$ cat config.mk
export PLATFORM = sky130hd
export DESIGN_NAME = wb_region_decoder
export DESIGN_NICKNAME = d
export VERILOG_FILES = /design/src/logic/soc_pkg.sv /design/src/logic/wb_region_decoder.sv
export SDC_FILE = /design/constraint.sdc
export NUM_CORES = 1
export LEC_CHECK = 0
export BUFFER_PORTS_ARGS = -buffer_cell sky130_fd_sc_hd__buf_2
export CAP_MARGIN = 10
export CORE_AREA = 2 2 122 124
export DETAILED_ROUTE_END_ITERATION = 10
export DIE_AREA = 0 0 124 126
export GPL_TIMING_DRIVEN = 1
export PLACE_DENSITY = 0.45
export SYNTH_ARGS = -nofsm -noshare
export SYNTH_HDL_FRONTEND = slang
export SYNTH_SLANG_ARGS = --single-unit
$ cat constraint.sdc
create_clock -name sys_clk -period 2.12 [get_ports sys_clk]
set_input_delay 0.636 -clock sys_clk [delete_from_list [all_inputs] [get_ports sys_clk]]
set_output_delay 0.636 -clock sys_clk [all_outputs]
set_load 0.005 [all_outputs]
$ cat src/logic/soc_pkg.sv
// shared bus types, address map and CSR register indexes for the SoC slice
// word-addressed CSR bus, 32-bit Wishbone classic data path only
package soc_pkg;

	// ----------------------------------------------------------
	// bus structs
	// ----------------------------------------------------------
	typedef struct packed {
		logic [31:0] adr;
		logic [31:0] dat;
		logic [3:0]  sel;
		logic        we;
		logic        cyc;
		logic        stb;
	} wb_req_t;

	typedef struct packed {
		logic [31:0] dat;
		logic        ack;
		logic        err;
	} wb_rsp_t;

	// one CSR access, a is the word address
	typedef struct packed {
		logic [13:0] a;
		logic        we;
		logic [31:0] dw;
	} csr_req_t;

	typedef struct packed {
		logic gpio;
		logic timer;
	} irq_vec_t;

	// ----------------------------------------------------------
	// address map and states
	// ----------------------------------------------------------
	// adr[30:28], bit 31 ignored so 0x8 shadows 0x0
	typedef enum logic [2:0] {
		REGION_RAM = 3'd0,
		REGION_CSR = 3'd6
	} region_e;

	typedef enum logic [1:0] {
		BR_IDLE,
		BR_ACCESS,
		BR_RESPOND
	} bridge_state_e;

	// bank number sits in csr a[13:10]
	localparam logic [3:0] CSR_BANK_SYSCTL = 4'd1;
	localparam logic [3:0] CSR_BANK_TIMER  = 4'd2;

	// register index within a bank, csr a[9:0]
	localparam logic [9:0] SYSCTL_REG_GPIO_IN   = 10'd0;
	localparam logic [9:0] SYSCTL_REG_GPIO_OUT  = 10'd1;
	localparam logic [9:0] SYSCTL_REG_IRQ_MASK  = 10'd2;
	localparam logic [9:0] SYSCTL_REG_SYSTEM_ID = 10'd3;
	localparam logic [9:0] SYSCTL_REG_RESET     = 10'd4;
	localparam logic [9:0] TIMER_REG_CONTROL    = 10'd0;
	localparam logic [9:0] TIMER_REG_COMPARE    = 10'd1;
	localparam logic [9:0] TIMER_REG_COUNTER    = 10'd2;

	localparam int GPIO_IN_W  = 32;
	localparam int GPIO_OUT_W = 4;

	// true when the access targets the given bank
	function automatic logic csr_hit(csr_req_t req, logic [3:0] bank);
		return req.a[13:10] == bank;
	endfunction

endpackage
$ cat src/logic/wb_region_decoder.sv
// one master, two slaves; address bit 31 is ignored
// unmapped regions answer with a single-cycle err and zero data
module wb_region_decoder (
	input  logic             sys_clk,
	input  logic             soc_rst_i,
	input  soc_pkg::wb_req_t wb_i,
	input  soc_pkg::wb_rsp_t ram_rsp_i,
	input  soc_pkg::wb_rsp_t csr_rsp_i,
	output soc_pkg::wb_req_t ram_req_o,
	output soc_pkg::wb_req_t csr_req_o,
	output soc_pkg::wb_rsp_t wb_o
);
	import soc_pkg::*;

	region_e region;
	logic    unmapped;
	logic    err_q;

	// region from adr[30:28]
	assign region   = region_e'(wb_i.adr[30:28]);
	assign unmapped = (region != REGION_RAM) && (region != REGION_CSR);

	// ----------------------------------------------------------
	// request steering
	// ----------------------------------------------------------
	always_comb begin
		// payload goes to both, only stb is steered
		ram_req_o     = wb_i;
		csr_req_o     = wb_i;
		ram_req_o.stb = wb_i.stb & (region == REGION_RAM);
		csr_req_o.stb = wb_i.stb & (region == REGION_CSR);
	end

	// error slave, one cycle late like the RAM
	always_ff @(posedge sys_clk) begin
		if (soc_rst_i)
			err_q <= 1'b0;
		else
			// ~err_q so a held strobe does not see a second err
			err_q <= wb_i.cyc & wb_i.stb & unmapped & ~err_q;
	end

	// ----------------------------------------------------------
	// response mux
	// ----------------------------------------------------------
	always_comb begin
		case (region)
			REGION_RAM: wb_o = ram_rsp_i;
			REGION_CSR: wb_o = csr_rsp_i;
			default: begin
				wb_o     = '0;
				wb_o.err = err_q;
			end
		endcase
	end

endmodule

==> run_summary.xml, run 1 <==
<?xml version="1.0" encoding="UTF-8"?>
<metrics>
  <group name="drt">
    <metric name="number_of_vias_in_the_routed_layout" unit="">1098</metric>
    <metric name="detail_route.wl_per_cell" unit="um">12.9</metric>
    <metric name="drc" unit="">0</metric>
    <metric name="drt_iter0_markers" unit="">19</metric>
    <metric name="ant_nets" unit="">0</metric>
    <metric name="vias_per_cell" unit="">3.05</metric>
    <metric name="postRouteWirelength" unit="mm">4.64</metric>
    <metric name="first_pass_iters" unit="">4</metric>
  </group>
  <group name="worst_setup_path">
    <metric name="cpLargestDelayFamily" unit="">buffers and inverters</metric>
    <metric name="timing_worst_setup_path_type" unit="">primary input to output pin</metric>
    <metric name="timing.critical_path.required" unit="ns">1.48</metric>
    <metric name="crit_arrival" unit="ns">1.50</metric>
    <metric name="cpMostUsedCell" unit="">sky130_fd_sc_hd__buf_2</metric>
    <metric name="timing.critical_path.fanout_max" unit="">13</metric>
    <metric name="cp_cell_sequence" unit="">buf_2, nor3_4, buf_6, buf_12, a22o_1, buf_2</metric>
    <metric name="timing.critical_path.slowest_cell_delay" unit="ns">0.18</metric>
    <metric name="path_buf_inv" unit="">4</metric>
    <metric name="kind_of_end_point_of_the_critical_path" unit="">output pin</metric>
    <metric name="timing.critical_path.slowest_stage_cell" unit="">sky130_fd_sc_hd__nor3_4</metric>
    <metric name="startpoint_type" unit="">primary input</metric>
  </group>
  <group name="final_layout">
    <metric name="postLayoutCellArea" unit="mm2">0.00143</metric>
    <metric name="final_cell_mix" unit="">sky130_fd_sc_hd__buf_2, sky130_fd_sc_hd__a22o_1, sky130_fd_sc_hd__buf_6</metric>
    <metric name="drive_above_1_share" unit="%">74.4</metric>
    <metric name="fin_cells" unit="">360</metric>
    <metric name="area_used_by_multi_input_combinational_logic" unit="um2">397</metric>
    <metric name="reg_top3" unit="">err_q x1</metric>
    <metric name="syn2layout_area_growth" unit="%">-6.86</metric>
    <metric name="final_net_count" unit="">319</metric>
    <metric name="total_area_of_sequential_cells" unit="um2">20.0</metric>
    <metric name="regMostFlops" unit="">err_q</metric>
    <metric name="filler_cell_count" unit="">1673</metric>
    <metric name="final_common_cell" unit="">sky130_fd_sc_hd__buf_2</metric>
    <metric name="final_core_utilization" unit="%">9.97</metric>
    <metric name="antenna-diode-count" unit="">0</metric>
    <metric name="largest_register_ff_count" unit="">1</metric>
  </group>
  <group name="grt">
    <metric name="antenna_found_initial" unit="">1</metric>
    <metric name="first_global_vias" unit="">1155</metric>
    <metric name="globalRouteOverflowTotal" unit="">0</metric>
    <metric name="globalRouteTotalUtil" unit="%">5.14</metric>
    <metric name="grt_pass1_wl" unit="mm">6.10</metric>
    <metric name="grt_start_max_net_pins" unit="">26</metric>
  </group>
  <group name="synth">
    <metric name="ys_ff_latch" unit="">1</metric>
    <metric name="syn-instance-count" unit="">195</metric>
    <metric name="ys_types" unit="">16</metric>
    <metric name="synth_warnings" unit="">0</metric>
    <metric name="synth_top_cells_by_area" unit="">sky130_fd_sc_hd__buf_4, sky130_fd_sc_hd__a22o_1, sky130_fd_sc_hd__buf_6</metric>
    <metric name="mappedNetlistArea" unit="mm2">0.00153</metric>
    <metric name="synth_fp_nets" unit="">336</metric>
    <metric name="synth.top_cell.area_share" unit="%">68.6</metric>
    <metric name="avgSynthCellArea" unit="um2">7.86</metric>
    <metric name="synth_sequential_area_ratio" unit="%">1.31</metric>
    <metric name="synth_top_cell_by_area" unit="">sky130_fd_sc_hd__buf_4</metric>
  </group>
  <group name="power">
    <metric name="p_seq_share" unit="%">8.7</metric>
    <metric name="clock_power_share" unit="%">0</metric>
    <metric name="power.density" unit="mW/mm2">166</metric>
    <metric name="combPwrFrac" unit="%">91.3</metric>
    <metric name="worst_ir_drop_vdd" unit="uV">80.0</metric>
    <metric name="power.switching_fraction" unit="%">36.7</metric>
    <metric name="power_report.internal_total" unit="uW">150</metric>
    <metric name="leakage" unit="uW">0.000762</metric>
    <metric name="power_dissipated_by_switching_net_loads" unit="uW">87.1</metric>
  </group>
  <group name="sta">
    <metric name="timing.fmax" unit="MHz">467</metric>
    <metric name="setup_viol" unit="">7</metric>
    <metric name="grt_setup_unrepaired" unit="">true</metric>
    <metric name="period_share" unit="%">101</metric>
    <metric name="hold_viol" unit="">0</metric>
    <metric name="slew_viol_final" unit="">0</metric>
    <metric name="skew" unit="ns">0</metric>
    <metric name="worst_slew_margin_rel" unit="%">85.9</metric>
    <metric name="post-route-min-period" unit="ns">2.14</metric>
    <metric name="final_critical_path_setup_slack" unit="ns">-0.0195</metric>
    <metric name="worst-slew-pin-transition" unit="ns">0.212</metric>
  </group>
  <group name="min_path">
    <metric name="hold_path_class" unit="">register to register</metric>
  </group>
  <group name="run_status">
    <metric name="outcome" unit="">finished with violations</metric>
    <metric name="failing_checks" unit="">negative setup slack</metric>
  </group>
  <group name="placement">
    <metric name="place.gp.congestion" unit="">0.702</metric>
    <metric name="placement.cell_area" unit="mm2">0.00130</metric>
    <metric name="detailed_place_hpwl" unit="mm">3.84</metric>
    <metric name="port_buffers" unit="">118</metric>
    <metric name="placedCellCount" unit="">356</metric>
  </group>
  <group name="die">
    <metric name="placement_rows" unit="">44</metric>
    <metric name="die_area" unit="mm2">0.0156</metric>
    <metric name="fp.dieW" unit="um">124</metric>
    <metric name="dieHeight" unit="um">126</metric>
    <metric name="initial_core_util" unit="%">10.7</metric>
    <metric name="core_area" unit="mm2">0.0143</metric>
    <metric name="num_io_pins" unit="">317</metric>
  </group>
  <group name="clock_tree">
    <metric name="worst_setup_hold_path_clk_slew" unit="ns">0</metric>
    <metric name="clock_insertion_delay_at_the_later_pin_of_the_skew_report" unit="ns">0</metric>
  </group>
  <group name="flow_run">
    <metric name="cap_viol_max_count" unit="">0</metric>
  </group>
</metrics>
-- metrics by stage --
stage	setup slack [ns]	TNS, ns	total power (uW)	hold slack [ns]
after detailed placement	-0.166	-2.91	217	0.648
after global placement	-0.123	-2.30	215	0.641
final	-0.0195	-0.0788	237	0.620
after CTS	-0.0741	-1.40	231	0.649
after floorplan	0.207	0	301	0.506
after global routing	-0.0855	-1.72	261	0.675
-- power by group through the flow --
stage	Sequential, uW	Clock, uW	Combinational, uW
2_1_floorplan	20.3	0	280
3_3_place_gp	20.8	0	194
3_5_place_dp	20.8	0	196
4_1_cts	20.8	0	211
5_1_grt	20.9	0	240
6_report	20.8	0	217
-- area by class of cell --
type | count | share of cell area [%]
inverter | 3 | 0.789
sequential | 1 | 1.40
timing repair buffer | 127 | 53.9
tap | 184 | 16.1
multi-input combinational | 45 | 27.8
-- tightest hold or removal path, stage by stage (launching register included) --
cell,delay [ns]
sky130_fd_sc_hd__dfxtp_1,0.36
sky130_fd_sc_hd__inv_1,0.10
sky130_fd_sc_hd__nand4_1,0.07
sky130_fd_sc_hd__nor3_1,0.04
-- routing by layer --
metal | vias to the layer above | routed length [um] | share of wire [%] | track usage (%)
met5 | - | 0 | 0 | 0
met4 | 0 | 427 | 9.2 | 4.69
met3 | 66 | 620 | 13 | 1.49
met2 | 92 | 2520 | 54 | 10.6
met1 | 465 | 1080 | 23 | 3.33
li1 | 475 | - | - | -
-- path summary, 6_finish.rpt --
kind	from	end	slack (ns)	cells past startpoint
max reg2reg	err_q	err_q	1.42	3
min reg2reg	err_q	err_q	0.62	3
max	wb_i[68]	wb_o[7]	-0.02	6
min	err_q	err_q	0.62	3
-- cells by family after synthesis --
kind of cell,count (synthesis),synth area share [%]
compound gates,36,20.2
flops,1,1.31
simple gates,9,4.82
buf+inv,149,73.7
-- cell usage after synthesis --
cell and count:
sky130_fd_sc_hd__nor3_1 1, sky130_fd_sc_hd__or2b_1 1, sky130_fd_sc_hd__nor2_4 1, sky130_fd_sc_hd__nand4_1 1, sky130_fd_sc_hd__inv_1 3, sky130_fd_sc_hd__a22o_1 33
sky130_fd_sc_hd__o22ai_1 1, sky130_fd_sc_hd__nor3_4 1, sky130_fd_sc_hd__nand2b_2 1, sky130_fd_sc_hd__a221oi_1 1, sky130_fd_sc_hd__a21oi_1 1, sky130_fd_sc_hd__buf_6 6
sky130_fd_sc_hd__dfxtp_1 1, sky130_fd_sc_hd__or3_1 1, sky130_fd_sc_hd__buf_4 140, sky130_fd_sc_hd__and2_1 2
-- timing repair --
| item | CTS | global route |
|---|---|---|
| hold buffers | 0 | 0 |
| setup endpoints to repair | 34 | 36 |
| gates resized for setup | 10 | 9 |
| buffers inserted | 2 | 2 |
| pin swaps | 2 | 3 |
| cloned | 1 | 1 |
No activity file was read; power rests on OpenSTA's default activity.
==> inputs of run 2 (changes only) <==
==> config.mk (replaced) <==
export PLATFORM = sky130hd
export DESIGN_NAME = wb_region_decoder
export DESIGN_NICKNAME = d
export VERILOG_FILES = /design/src/logic/soc_pkg.sv /design/src/logic/wb_region_decoder.sv
export SDC_FILE = /design/constraint.sdc
export NUM_CORES = 1
export LEC_CHECK = 0
export CAP_MARGIN = 10
export CORE_AREA = 2 2 124 126
export DETAILED_ROUTE_END_ITERATION = 10
export DIE_AREA = 0 0 126 128
export DONT_BUFFER_PORTS = 1
export GPL_TIMING_DRIVEN = 1
export PLACE_DENSITY = 0.3
export REMOVE_ABC_BUFFERS = 1
export SYNTH_ARGS = -nofsm -noshare
export SYNTH_HDL_FRONTEND = slang
export SYNTH_SLANG_ARGS = --single-unit
==> run_summary.xml, run 2 (synthesis gave the netlist of run 1 again) <==
<?xml version="1.0" encoding="UTF-8"?>
<metrics>
  <group name="run_status">
    <metric name="outcome" unit="">completed</metric>
  </group>
  <group name="sta">
    <metric name="grt_setup_unrepaired" unit="">false</metric>
    <metric name="worst_slew_margin_rel" unit="%">81.9</metric>
    <metric name="setup_tns" unit="ns">0</metric>
    <metric name="setup_viol" unit="">0</metric>
    <metric name="skew" unit="ns">0</metric>
    <metric name="period_share" unit="%">96.5</metric>
    <metric name="slew_viol_final" unit="">0</metric>
    <metric name="timing.fmax" unit="MHz">489</metric>
    <metric name="post-route-min-period" unit="ns">2.05</metric>
    <metric name="hold_viol" unit="">0</metric>
    <metric name="final_critical_path_setup_slack" unit="ns">0.0747</metric>
    <metric name="worst-slew-pin-transition" unit="ns">0.273</metric>
  </group>
  <group name="flow_run">
    <metric name="cap_viol_max_count" unit="">0</metric>
  </group>
  <group name="final_layout">
    <metric name="final_common_cell" unit="">sky130_fd_sc_hd__a22o_1</metric>
    <metric name="antenna-diode-count" unit="">0</metric>
    <metric name="final_net_count" unit="">199</metric>
    <metric name="drive_above_1_share" unit="%">17.9</metric>
    <metric name="syn2layout_area_growth" unit="%">-50.9</metric>
    <metric name="regMostFlops" unit="">err_q</metric>
    <metric name="final_cell_mix" unit="">sky130_fd_sc_hd__a22o_1, sky130_fd_sc_hd__buf_12, sky130_fd_sc_hd__inv_1, sky130_fd_sc_hd__buf_4, sky130_fd_sc_hd__and2_1</metric>
    <metric name="final_core_utilization" unit="%">5.06</metric>
    <metric name="filler_cell_count" unit="">1790</metric>
    <metric name="fin_cells" unit="">244</metric>
    <metric name="reg_top3" unit="">err_q x1</metric>
    <metric name="largest_register_ff_count" unit="">1</metric>
  </group>
  <group name="grt">
    <metric name="globalRouteOverflowTotal" unit="">0</metric>
    <metric name="first_global_vias" unit="">775</metric>
    <metric name="grt_pass1_wl" unit="mm">17.4</metric>
    <metric name="grt_start_max_net_pins" unit="">15</metric>
    <metric name="globalRouteTotalUtil" unit="%">18.0</metric>
    <metric name="antenna_found_initial" unit="">0</metric>
  </group>
  <group name="worst_setup_path">
    <metric name="kind_of_end_point_of_the_critical_path" unit="">output pin</metric>
    <metric name="timing.critical_path.required" unit="ns">1.48</metric>
    <metric name="crit_arrival" unit="ns">1.41</metric>
    <metric name="timing.critical_path.slowest_cell_delay" unit="ns">0.24</metric>
    <metric name="timing_worst_setup_path_type" unit="">primary input to output pin</metric>
    <metric name="startpoint_type" unit="">primary input</metric>
    <metric name="timing.critical_path.slowest_stage_cell" unit="">sky130_fd_sc_hd__a22o_1</metric>
    <metric name="cp_cell_sequence" unit="">nand2b_2, nor2_4, buf_4, a22o_1</metric>
    <metric name="timing.critical_path.fanout_max" unit="">14</metric>
  </group>
  <group name="placement">
    <metric name="placedCellCount" unit="">244</metric>
    <metric name="place.gp.congestion" unit="">0.805</metric>
    <metric name="port_buffers" unit="">0</metric>
    <metric name="detailed_place_hpwl" unit="mm">14.5</metric>
    <metric name="pre_cts_ws" unit="ns">0.0543</metric>
  </group>
  <group name="drt">
    <metric name="first_pass_iters" unit="">4</metric>
    <metric name="number_of_vias_in_the_routed_layout" unit="">937</metric>
    <metric name="drc" unit="">0</metric>
    <metric name="ant_nets" unit="">0</metric>
    <metric name="vias_per_cell" unit="">3.84</metric>
    <metric name="drt_iter0_markers" unit="">69</metric>
    <metric name="detail_route.wl_per_cell" unit="um">63.8</metric>
    <metric name="postRouteWirelength" unit="mm">15.6</metric>
  </group>
  <group name="die">
    <metric name="core_area" unit="mm2">0.0149</metric>
    <metric name="fp.dieW" unit="um">126</metric>
    <metric name="placement_rows" unit="">45</metric>
    <metric name="initial_core_util" unit="%">10.3</metric>
    <metric name="dieHeight" unit="um">128</metric>
    <metric name="die_area" unit="mm2">0.0161</metric>
    <metric name="num_io_pins" unit="">317</metric>
  </group>
  <group name="clock_tree">
    <metric name="cts-resized-gates" unit="">0</metric>
    <metric name="postCtsSetupBuffers" unit="">0</metric>
    <metric name="worst_setup_hold_path_clk_slew" unit="ns">0</metric>
    <metric name="hold_buffers" unit="">0</metric>
    <metric name="clock_insertion_delay_at_the_later_pin_of_the_skew_report" unit="ns">0</metric>
  </group>
  <group name="power">
    <metric name="power.density" unit="mW/mm2">153</metric>
    <metric name="worst_ir_drop_vdd" unit="uV">24.4</metric>
    <metric name="leakage" unit="uW">0.000215</metric>
  </group>
  <group name="min_path">
    <metric name="hold_path_class" unit="">register to register</metric>
  </group>
</metrics>
## run 2: layout make-up
cell class	count	area, um2	share of cell area, %
timing repair buffer	7	103	13.6
tap	188	235	31.3
sequential	1	20.0	2.66
multi-input combinational	45	383	50.9
inverter	3	11.3	1.50
## run 2: metrics by stage
| stage | area (um2) | total power [uW] | hold WS [ns] |
|---|---|---|---|
| 2_1_floorplan | 414 | 76.5 | 0.506 |
| 3_3_place_gp | 752 | 117 | 0.533 |
| 3_5_place_dp | 752 | 116 | 0.566 |
| 4_1_cts | 752 | 118 | 0.575 |
| 5_1_grt | 752 | 124 | 0.614 |
| 6_report | 752 | 115 | 0.578 |
## run 2: where the power goes
part | switching [uW] | leakage (uW) | internal, uW | total (uW)
clock | 0 | 0 | 0 | 0
sequential | 0.636 | 0.00000817 | 20.0 | 20.6
combinational | 48.9 | 0.000207 | 45.6 | 94.5
## run 2: routing by layer
| metal | wire (um) | GRT usage, % |
|---|---|---|
| met1 | 3360 | 11.6 |
| met2 | 6620 | 26.9 |
| met3 | 5070 | 27.3 |
| met4 | 527 | 5.17 |
| met5 | 0 | 1.86 |
## run 2: critical path: cells and delay by family
family	cells	cell delay, ns
compound gates	1	0.24
simple gates	2	0.30
buf+inv	1	0.21
## run 2: final timing paths
| path | startpoint | endpoint | slack [ns] | depth (start not counted) |
|---|---|---|---|---|
| max | wb_i[67] | wb_o[31] | 0.07 | 4 |
| min | err_q | err_q | 0.58 | 3 |
| max reg2reg | err_q | err_q | 1.46 | 3 |
| min reg2reg | err_q | err_q | 0.58 | 3 |
